<file path="config.mk">
export PLATFORM = sky130hd
export DESIGN_NAME = a25_wishbone
export DESIGN_NICKNAME = d
export VERILOG_FILES = /design/src/logic/wb_master_pkg.sv /design/src/logic/wb_request_arbiter.sv /design/src/logic/wb_burst_fsm.sv /design/src/logic/a25_wishbone.sv
export SDC_FILE = /design/constraint.sdc
export NUM_CORES = 1
export LEC_CHECK = 0
export BUFFER_PORTS_ARGS = -buffer_cell sky130_fd_sc_hd__clkbuf_2
export CAP_MARGIN = 0
export CORE_AREA = 3 3 106 108
export CTS_CLUSTER_DIAMETER = 120
export DETAILED_ROUTE_END_ITERATION = 10
export DIE_AREA = 0 0 109 111
export GPL_TIMING_DRIVEN = 0
export PLACE_DENSITY = 0.69
export SLEW_MARGIN = 20
export SYNTH_ARGS = -nofsm -noshare
export SYNTH_HDL_FRONTEND = slang
export SYNTH_SLANG_ARGS = --single-unit
</file>
<file path="constraint.sdc">
create_clock -name i_clk -period 4.5 [get_ports i_clk]
set_input_delay 1.125 -clock i_clk [delete_from_list [all_inputs] [get_ports i_clk]]
set_output_delay 1.125 -clock i_clk [all_outputs]
set_load 0.02 [all_outputs]
</file>
<file path="src/logic/wb_master_pkg.sv">
// shared definitions for the Wishbone bus master
//   bus widths and burst length
//   bus-cycle state encoding and requester id
//   address union with a line/word/byte view
//   request struct passed from the arbiter to the state machine

`default_nettype none

package wb_master_pkg;

    // ========================================
    // widths
    // ========================================

    localparam int WB_ADDR_W  = 32;
    localparam int WB_DATA_W  = 32;
    localparam int WB_SEL_W   = 4;

    // words in one cache line fill
    localparam int BURST_LEN  = 4;

    // derived field widths of the address split
    localparam int BYTE_OFF_W = $clog2(WB_SEL_W);
    localparam int WORD_IDX_W = $clog2(BURST_LEN);
    localparam int LINE_TAG_W = WB_ADDR_W - WORD_IDX_W - BYTE_OFF_W;

    // every byte lane enabled, used by all reads
    localparam logic [WB_SEL_W-1:0] SEL_ALL = '1;

    // ========================================
    // types
    // ========================================

    // bus-cycle states, a burst walks BURST1..BURST3 and ends in WAIT_ACK
    typedef enum logic [2:0] {
        IDLE     = 3'd0,
        BURST1   = 3'd1,
        BURST2   = 3'd2,
        BURST3   = 3'd3,
        WAIT_ACK = 3'd4
    } wb_state_t;

    // which cache the current transfer belongs to
    typedef enum logic {
        OWNER_ICACHE = 1'b0,
        OWNER_DCACHE = 1'b1
    } req_owner_t;

    // line tag, word within the line and byte lane within the word
    typedef struct packed {
        logic [LINE_TAG_W-1:0] tag;
        logic [WORD_IDX_W-1:0] idx;
        logic [BYTE_OFF_W-1:0] off;
    } wb_addr_fields_t;

    // the same address seen as a flat word or split into its fields
    typedef union packed {
        logic [WB_ADDR_W-1:0] flat;
        wb_addr_fields_t      parts;
    } wb_addr_u;

    // one bus request as formed by the arbiter
    typedef struct packed {
        logic                 we;
        logic                 qword;
        req_owner_t           owner;
        logic [WB_SEL_W-1:0]  sel;
        wb_addr_u             adr;
        logic [WB_DATA_W-1:0] dat;
    } bus_req_t;

endpackage

`default_nettype wire

</file>
<file path="src/logic/wb_request_arbiter.sv">
// request arbiter for the Wishbone bus master
//   picks the data cache over the instruction cache
//   forms byte select and byte-lane address from the write enables
//   purely combinational, zero cycles of latency

`default_nettype none

module wb_request_arbiter
    import wb_master_pkg::*;
(
    // instruction cache request
    input  logic                 i_icache_req,
    input  logic                 i_icache_qword,
    input  logic [WB_ADDR_W-1:0] i_icache_address,

    // data cache request
    input  logic                 i_dcache_req,
    input  logic                 i_dcache_qword,
    input  logic                 i_dcache_write,
    input  logic [WB_DATA_W-1:0] i_dcache_write_data,
    input  logic [WB_SEL_W-1:0]  i_dcache_byte_enable,
    input  logic [WB_ADDR_W-1:0] i_dcache_address,

    // winning request towards the state machine
    output bus_req_t             o_req,
    output logic                 o_req_valid
);

    logic                  dcache_wr;
    logic [WB_SEL_W-1:0]   sel;
    logic [BYTE_OFF_W-1:0] byte_off;
    wb_addr_u              src_adr;

    // ========================================
    // selection
    // ========================================

    // a write only counts when the data cache is actually asking
    assign dcache_wr = i_dcache_req && i_dcache_write;

    // byte enables only matter for writes, reads always fetch the whole word
    assign sel = dcache_wr ? i_dcache_byte_enable : SEL_ALL;

    // data cache wins whenever both ask in the same cycle
    assign src_adr = i_dcache_req ? i_dcache_address : i_icache_address;

    assign o_req_valid = i_icache_req || i_dcache_req;

    // ========================================
    // byte-lane address
    // ========================================

    // single bytes map to their lane, half words to their lower lane
    // anything else (full word, odd patterns) is sent word aligned
    always_comb
    begin
        case (sel)
            4'b0001: byte_off = 2'd0;
            4'b0010: byte_off = 2'd1;
            4'b0100: byte_off = 2'd2;
            4'b1000: byte_off = 2'd3;
            4'b0011: byte_off = 2'd0;
            4'b1100: byte_off = 2'd2;
            default: byte_off = 2'd0;
        endcase
    end

    // ========================================
    // request assembly
    // ========================================

    always_comb
    begin
        o_req.we    = dcache_wr;
        // a write is always a single word, so its qword flag is dropped
        o_req.qword = i_dcache_req ? (i_dcache_qword && !i_dcache_write) : i_icache_qword;
        o_req.owner = i_dcache_req ? OWNER_DCACHE : OWNER_ICACHE;
        o_req.sel   = sel;
        o_req.adr   = src_adr;
        // instruction fetches see SEL_ALL here and so end up word aligned
        o_req.adr.parts.off = byte_off;
        o_req.dat   = i_dcache_write_data;
    end

endmodule

`default_nettype wire

</file>
<file path="src/logic/wb_burst_fsm.sv">
// bus-cycle state machine for the Wishbone bus master
//   launches a cycle from IDLE and holds the bus fields until ack
//   steps a wrapping four-word burst through the word index
//   raises the ready pulse of the cache that owns the transfer

`default_nettype none

module wb_burst_fsm
    import wb_master_pkg::*;
(
    input  logic                 i_clk,
    input  logic                 quick_n_reset,

    // request from the arbiter
    input  bus_req_t             i_req,
    input  logic                 i_req_valid,

    // Wishbone slave response
    input  logic                 i_wb_ack,

    // ready pulses back to the caches
    output logic                 o_icache_ready,
    output logic                 o_dcache_ready,

    // Wishbone master outputs
    output logic [WB_ADDR_W-1:0] o_wb_adr,
    output logic [WB_SEL_W-1:0]  o_wb_sel,
    output logic                 o_wb_we,
    output logic [WB_DATA_W-1:0] o_wb_dat,
    output logic                 o_wb_cyc,
    output logic                 o_wb_stb
);

    wb_state_t            state;
    logic                 stb_r;
    logic                 cyc_r;
    logic                 we_r;
    logic [WB_SEL_W-1:0]  sel_r;
    wb_addr_u             adr_r;
    logic [WB_DATA_W-1:0] dat_r;
    req_owner_t           owner_r;

    logic                 launch;
    logic                 bus_ack;
    logic                 read_ack;
    logic                 write_post;

    // ========================================
    // handshake decode
    // ========================================

    // only one transfer at a time, so a new one can only start from IDLE
    assign launch     = (state == IDLE) && i_req_valid;

    // an ack without stb belongs to nobody and is dropped
    assign bus_ack    = i_wb_ack && stb_r;
    assign read_ack   = bus_ack && !we_r;

    // writes are posted, the data cache is released as soon as the write goes out
    assign write_post = launch && i_req.we && (i_req.owner == OWNER_DCACHE);

    // read data rides on i_wb_dat in the same cycle as these pulses
    assign o_icache_ready = read_ack && (owner_r == OWNER_ICACHE);
    assign o_dcache_ready = (read_ack && (owner_r == OWNER_DCACHE)) || write_post;

    // ========================================
    // state and control registers
    // ========================================

    always_ff @(posedge i_clk)
    begin
        if (!quick_n_reset)
        begin
            state   <= IDLE;
            stb_r   <= 1'b0;
            cyc_r   <= 1'b0;
            we_r    <= 1'b0;
            sel_r   <= '0;
            adr_r   <= '0;
            owner_r <= OWNER_ICACHE;
        end
        else
        begin
            case (state)
                IDLE:
                begin
                    if (launch)
                    begin
                        stb_r   <= 1'b1;
                        cyc_r   <= 1'b1;
                        we_r    <= i_req.we;
                        sel_r   <= i_req.sel;
                        adr_r   <= i_req.adr;
                        owner_r <= i_req.owner;
                        // line fills take the burst path, everything else one ack
                        if (i_req.qword && !i_req.we)
                            state <= BURST1;
                        else
                            state <= WAIT_ACK;
                    end
                end

                // each burst ack moves to the next word, wrapping inside the line
                BURST1:
                begin
                    if (bus_ack)
                    begin
                        adr_r.parts.idx <= adr_r.parts.idx + 1'b1;
                        state           <= BURST2;
                    end
                end

                BURST2:
                begin
                    if (bus_ack)
                    begin
                        adr_r.parts.idx <= adr_r.parts.idx + 1'b1;
                        state           <= BURST3;
                    end
                end

                BURST3:
                begin
                    if (bus_ack)
                    begin
                        adr_r.parts.idx <= adr_r.parts.idx + 1'b1;
                        state           <= WAIT_ACK;
                    end
                end

                // last word of a burst, a single read, or a posted write
                WAIT_ACK:
                begin
                    if (bus_ack)
                    begin
                        stb_r <= 1'b0;
                        cyc_r <= 1'b0;
                        we_r  <= 1'b0;
                        state <= IDLE;
                    end
                end

                default:
                begin
                    state <= IDLE;
                end
            endcase
        end
    end

    // write data is only sampled at launch and then held for the slave
    always_ff @(posedge i_clk)
    begin
        if (launch)
            dat_r <= i_req.dat;
    end

    assign o_wb_adr = adr_r.flat;
    assign o_wb_sel = sel_r;
    assign o_wb_we  = we_r;
    assign o_wb_dat = dat_r;
    assign o_wb_cyc = cyc_r;
    assign o_wb_stb = stb_r;

endmodule

`default_nettype wire

</file>
<file path="src/logic/a25_wishbone.sv">
// top level of the Wishbone bus master
//   request arbiter feeding the bus-cycle state machine
//   read data fanned out to both caches

`default_nettype none

module a25_wishbone
    import wb_master_pkg::*;
(
    input  logic                 i_clk,
    input  logic                 quick_n_reset,

    // instruction cache
    input  logic                 i_icache_req,
    input  logic                 i_icache_qword,
    input  logic [WB_ADDR_W-1:0] i_icache_address,
    output logic [WB_DATA_W-1:0] o_icache_read_data,
    output logic                 o_icache_ready,

    // data cache
    input  logic                 i_dcache_req,
    input  logic                 i_dcache_qword,
    input  logic                 i_dcache_write,
    input  logic [WB_DATA_W-1:0] i_dcache_write_data,
    input  logic [WB_SEL_W-1:0]  i_dcache_byte_enable,
    input  logic [WB_ADDR_W-1:0] i_dcache_address,
    output logic [WB_DATA_W-1:0] o_dcache_read_data,
    output logic                 o_dcache_ready,

    // Wishbone bus
    output logic [WB_ADDR_W-1:0] o_wb_adr,
    output logic [WB_SEL_W-1:0]  o_wb_sel,
    output logic                 o_wb_we,
    input  logic [WB_DATA_W-1:0] i_wb_dat,
    output logic [WB_DATA_W-1:0] o_wb_dat,
    output logic                 o_wb_cyc,
    output logic                 o_wb_stb,
    input  logic                 i_wb_ack
);

    bus_req_t req;
    logic     req_valid;

    wb_request_arbiter u_arbiter (
        .i_icache_req         (i_icache_req),
        .i_icache_qword       (i_icache_qword),
        .i_icache_address     (i_icache_address),
        .i_dcache_req         (i_dcache_req),
        .i_dcache_qword       (i_dcache_qword),
        .i_dcache_write       (i_dcache_write),
        .i_dcache_write_data  (i_dcache_write_data),
        .i_dcache_byte_enable (i_dcache_byte_enable),
        .i_dcache_address     (i_dcache_address),
        .o_req                (req),
        .o_req_valid          (req_valid)
    );

    wb_burst_fsm u_fsm (
        .i_clk          (i_clk),
        .quick_n_reset  (quick_n_reset),
        .i_req          (req),
        .i_req_valid    (req_valid),
        .i_wb_ack       (i_wb_ack),
        .o_icache_ready (o_icache_ready),
        .o_dcache_ready (o_dcache_ready),
        .o_wb_adr       (o_wb_adr),
        .o_wb_sel       (o_wb_sel),
        .o_wb_we        (o_wb_we),
        .o_wb_dat       (o_wb_dat),
        .o_wb_cyc       (o_wb_cyc),
        .o_wb_stb       (o_wb_stb)
    );

    // both caches see the bus data, the ready pulse says whose it is
    assign o_icache_read_data = i_wb_dat;
    assign o_dcache_read_data = i_wb_dat;

endmodule

`default_nettype wire

</file>
# Word-level counts from Yosys, hierarchy flattened
# Cells that the tools add are included.
[totals]
wordCells = 68
out_inout_bits = 137
input_bits = 140
ff_bits = 74
[op_classes]
n_reduce_logical = 24
muxes = 20
n_addsub = 1
eq_ne = 14
n_bitwise = 1
[op_table]
columns = ["cell", "n"]
rows = [
  ["2-to-1 mux 32 bit", 1],
  ["2-to-1 mux 3 bit", 6],
  ["case mux 3 bit (5 select lines)", 1],
  ["inequality test 2 x 1 -> 1 bit (second input constant)", 6],
  ["logical AND 1 bit", 10],
  ["== test 4 bit (second input constant)", 2],
  ["2-to-1 mux 4 bit", 2],
  ["== test 3 x 2 -> 1 bit (second input constant)", 2],
  ["case mux 2 bit (3 select lines)", 1],
  ["AND reduction 3 bit", 2],
  ["2-to-1 mux 1 bit", 5],
  ["AND reduction 5 bit", 1],
  ["== test 4 x 2 -> 1 bit (second input constant)", 1],
  ["== test 4 x 3 -> 1 bit (second input constant)", 1],
  ["case mux 1 bit (2 select lines)", 2],
  ["case mux 2 bit (2 select lines)", 1],
  ["nonzero test 2 bit", 2],
  ["== test 3 x 1 -> 1 bit (second input constant)", 1],
  ["== test 3 bit (second input constant)", 1],
  ["logical NOT 1 bit", 3],
  ["logical NOT 3 bit", 1],
  ["OR reduction 3 bit", 1],
  ["adder 2 x 1 -> 2 bit (second input constant)", 1],
  ["logical OR 1 bit", 2],
  ["4 further kinds", 4],
]

# Longest topological paths before layout
[depth]
depth_word = 7
depth_mapped = 7
mapped_depth_nobuf = 5

# Modules after synthesis
# A second synthesis with hierarchy kept.
[unflattened]
hier_cells = 375
area_unflattened_um2 = 3857.4
[by_module_without_submodules]
columns = ["module", "area_each_um2", "n_inst", "cells_per_inst"]
rows = [
  ["wb_burst_fsm", 2555.0, 1, 229],
  ["wb_request_arbiter", 822.0, 1, 82],
  ["a25_wishbone", 480.5, 1, 64],
]

# Worst setup path after synthesis
# Ideal clock, no wire load.
[synth_path]
kind = "input to output"
startpoint = "input port i_dcache_req"
endpoint = "output port o_dcache_ready"
slack_ns = 1.502
path_buffers = 2
t_arrival_ns = 1.873
t_required_ns = 3.375
path_stages = 4
path_cell_list = "buf_2 > buf_2 > nand3_1 > nand2_1"
[synth_between]
elab_chain_cells = 5
[synth_lines]
columns = ["item", "line", "rtl"]
rows = [
  ["start: declaration", "a25_wishbone.sv:21", "input logic i_dcache_req,"],
  ["logical OR 1 bit", "wb_request_arbiter.sv:47", "assign o_req_valid = i_icache_req || i_dcache_req;"],
  ["logical AND 1 bit", "wb_burst_fsm.sv:53", "assign launch = (state == IDLE) && i_req_valid;"],
  ["logical AND 1 bit", "wb_burst_fsm.sv:60", "assign write_post = launch && i_req.we && (i_req.owner == OWNER_DCACHE);"],
  ["logical AND 1 bit *", "wb_burst_fsm.sv:60", ""],
  ["logical OR 1 bit *", "wb_burst_fsm.sv:64", "assign o_dcache_ready = (read_ack && (owner_r == OWNER_DCACHE)) || write_post;"],
  ["end: declaration", "a25_wishbone.sv:28", "output logic o_dcache_ready,"],
]
# Mark *: on every way between the ends. The rest lies on a longest branch, timed or not.

# Worst setup path in the final report
# Same ends and word-level chain as after synthesis.

==> impl_metrics.json <==
{
  "synth_top_cell_area_share": 0.279,
  "finalWirelength_microns": 9460,
  "h-tree-depth": 3,
  "yosysSeqAreaShare": 0.522,
  "synth_common_cells": "69 x buf_4, 42 x dfxtp_1, 37 x nand2_1",
  "antenna_left": 0,
  "grt_usage": 0.151,
  "fin_crit_sh": 0.732,
  "reg2reg_depth": 5,
  "cts_buffers": 9,
  "synth-edff-count": 32,
  "synth.largest_area_cell": "edfxtp_1",
  "post_drt_wl_per_cell_microns": 13.7,
  "path_max_fanout": 10,
  "io_buffers": 239,
  "drive_above_1_share": 0.605,
  "antenna_found_initial": 0,
  "fin_skew_ns": 0.0113,
  "synth_async_sr_flop_share": 0,
  "setup_violations": 0,
  "yosysUniqueCellTypes": 40,
  "cts_tree": "built",
  "drc": 0,
  "startpoint_type": "input port",
  "synth_seq_cells": 74,
  "rrSetupSlack_ns": 2.13,
  "design.core.area_sq_mm": 0.0103,
  "status": "complete, no violations",
  "ir_drop_v": 0.000183,
  "hold_buffers": 0,
  "crit_start": "i_dcache_req",
  "clk_pin_slew_ns": 0.08,
  "reg2reg_from": "u_fsm.state[2]",
  "clock_latency_ns": 0.34,
  "dr.pass1.iters": 4,
  "power_density_mw_per_mm2": 392,
  "std_cell_rows": 37,
  "required_ns": 3.38,
  "viasPerCell": 4.45,
  "antenna_cells": 0,
  "rsz0062_at_grt": "no",
  "setup_ws_ns": 1.21,
  "cts-resized-gates": 0,
  "gp_congestion": 0.766,
  "area_growth_pct": 46.1,
  "die_w_microns": 109,
  "clkSinkCount": 74,
  "p_leak_nw": 2.82,
  "syn-num-nets": 442,
  "synth_warnings": 0,
  "syn_area_per_cell_sq_um": 11.4,
  "drv_slew": 0,
  "crit_type": "in -> out",
  "design.final.nets": 692,
  "grt_pass1_wl_microns": 14500,
  "clock_path_buffers": 2,
  "synth_area_sq_mm": 0.00345,
  "initial_core_util": 0.334,
  "hold_viol_final": 0,
  "place_ws_ns": 1.16,
  "die_area_sq_mm": 0.0121,
  "cts_setup_buffers": 0,
  "finalCriticalPeriod_ns": 3.29,
  "power_mw": 1.98,
  "place_area_sq_mm": 0.00482,
  "worst_slew_pin_slew_ns": 0.874,
  "drt_iter0_markers": 64,
  "root_buffer": "clkbuf_8",
  "grt_max_degree": 42,
  "yosys_most_used_dff": "dfxtp_1",
  "hold_path.class": "reg -> reg",
  "synth_top_cells_by_area": "edfxtp_1 28%, dfxtp_1 24%, buf_4 15%",
  "drv_cap": 0,
  "fin_area_sq_mm": 0.00504,
  "crit_path_end": "o_dcache_ready",
  "die_y_microns": 111,
  "vias": 3082,
  "fmaxAchievable_mhz": 304,
  "gr-total-overflow": 0,
  "grt_pass1_vias": 3112,
  "yosysMostFrequentCell": "buf_4",
  "dp_hpwl_microns": 7710,
  "syn_inst": 302,
  "worst_ep_arrival_time_ns": 2.17,
  "ios": 277,
  "timing.rr.end": "u_fsm.o_wb_dat[3]",
  "maxSlewHeadroom": 0.417,
  "setup_tns_ns": 0,
  "worstSetupEndpointType": "primary output"
}
layout make-up:
type                            instances  area (sq um)
Fill cell                             995          5280
Sequential cell                        74          1800
Timing Repair Buffer                  239          1200
Multi-Input combinational cell        146          1070
Buffer                                 80           568
Tap cell                              136           170
Clock buffer                            9           124
Clock inverter                          7           101
Inverter                                2          8.76
metrics by stage:
stage                     utilization  hold WS, ns  instances
after floorplan                     -        0.510        302
after global placement          0.466        0.442        677
after detailed placement        0.466        0.454        677
after CTS                       0.488        0.463        693
after global routing            0.488        0.475        693
final                           0.488        0.462        693
placed cells by master (no fill, tap or decap), types with 2 or more instances in the layout:
| master | n |
|---|---|
| mux2i_1 | 29 |
| nand3_1 | 3 |
| a21boi_1 | 4 |
| nor3_1 | 3 |
| nor2_1 | 5 |
| a22oi_1 | 2 |
| clkinv_4 | 2 |
| nor4_1 | 2 |
| nor3b_2 | 2 |
| clkbuf_1 | 4 |
| o21ai_1 | 2 |
| nand2_1 | 37 |
| bufinv_16 | 2 |
| nor2b_1 | 4 |
| edfxtp_1 | 32 |
| buf_2 | 7 |
| a21oi_1 | 5 |
| dfxtp_1 | 42 |
| buf_4 | 69 |
| o211a_1 | 28 |
| clkbuf_8 | 9 |
| clkbuf_2 | 239 |
kinds of logic after synthesis:
| family | synth area share |
|---|---|
| XOR/XNOR | 0.00508 |
| AO/OA/AOI/OAI | 0.122 |
| AND/OR/NAND/NOR | 0.0958 |
| flip-flops | 0.522 |
| multiplexers | 0.0874 |
| buffers and inverters | 0.167 |
sequential cells by signal, summed over array words and instances, names as in the netlist:
signal / count
u_fsm.o_wb_adr: 32
u_fsm.o_wb_dat: 32
u_fsm.o_wb_sel: 4
u_fsm.state: 3
u_fsm.o_wb_stb: 1
u_fsm.o_wb_we: 1
u_fsm.owner_r: 1
critical path: stages:
cell and delay (ns):
buf_2 0.22, buf_2 0.36, nand3_1 0.19, nand2_1 0.10, clkbuf_2 0.17
where the power goes:
group	internal (mW)	total, mW	switching [mW]	leakage [nW]
combinational	0.222	0.559	0.337	2.04
clock	0.318	0.576	0.258	0.113
sequential	0.803	0.843	0.0400	0.661
layer usage:
layer | share of wire | track usage | routed length (microns) | vias up
li1 | - | - | - | 1509
met1 | 0.38 | 0.170 | 3610 | 1392
met2 | 0.50 | 0.262 | 4770 | 167
met3 | 0.097 | 0.0478 | 915 | 14
met4 | 0.017 | 0.0539 | 159 | 0
met5 | 0 | 0 | 0 | -
worst min-delay path by stage:
stage / slack (ns) / from / depth (start not counted) / endpoint
after floorplan: 0.51 / u_fsm.owner_r / 2 / u_fsm.owner_r
after global placement: 0.44 / u_fsm.o_wb_adr[1] / 2 / u_fsm.o_wb_adr[1]
after detailed placement: 0.45 / u_fsm.o_wb_adr[1] / 2 / u_fsm.o_wb_adr[1]
after CTS: 0.46 / u_fsm.o_wb_adr[1] / 2 / u_fsm.o_wb_adr[1]
after global routing: 0.47 / u_fsm.o_wb_sel[1] / 2 / u_fsm.o_wb_sel[1]
final: 0.46 / u_fsm.o_wb_adr[1] / 2 / u_fsm.o_wb_adr[1]
No activity file was read; power rests on OpenSTA's default activity.
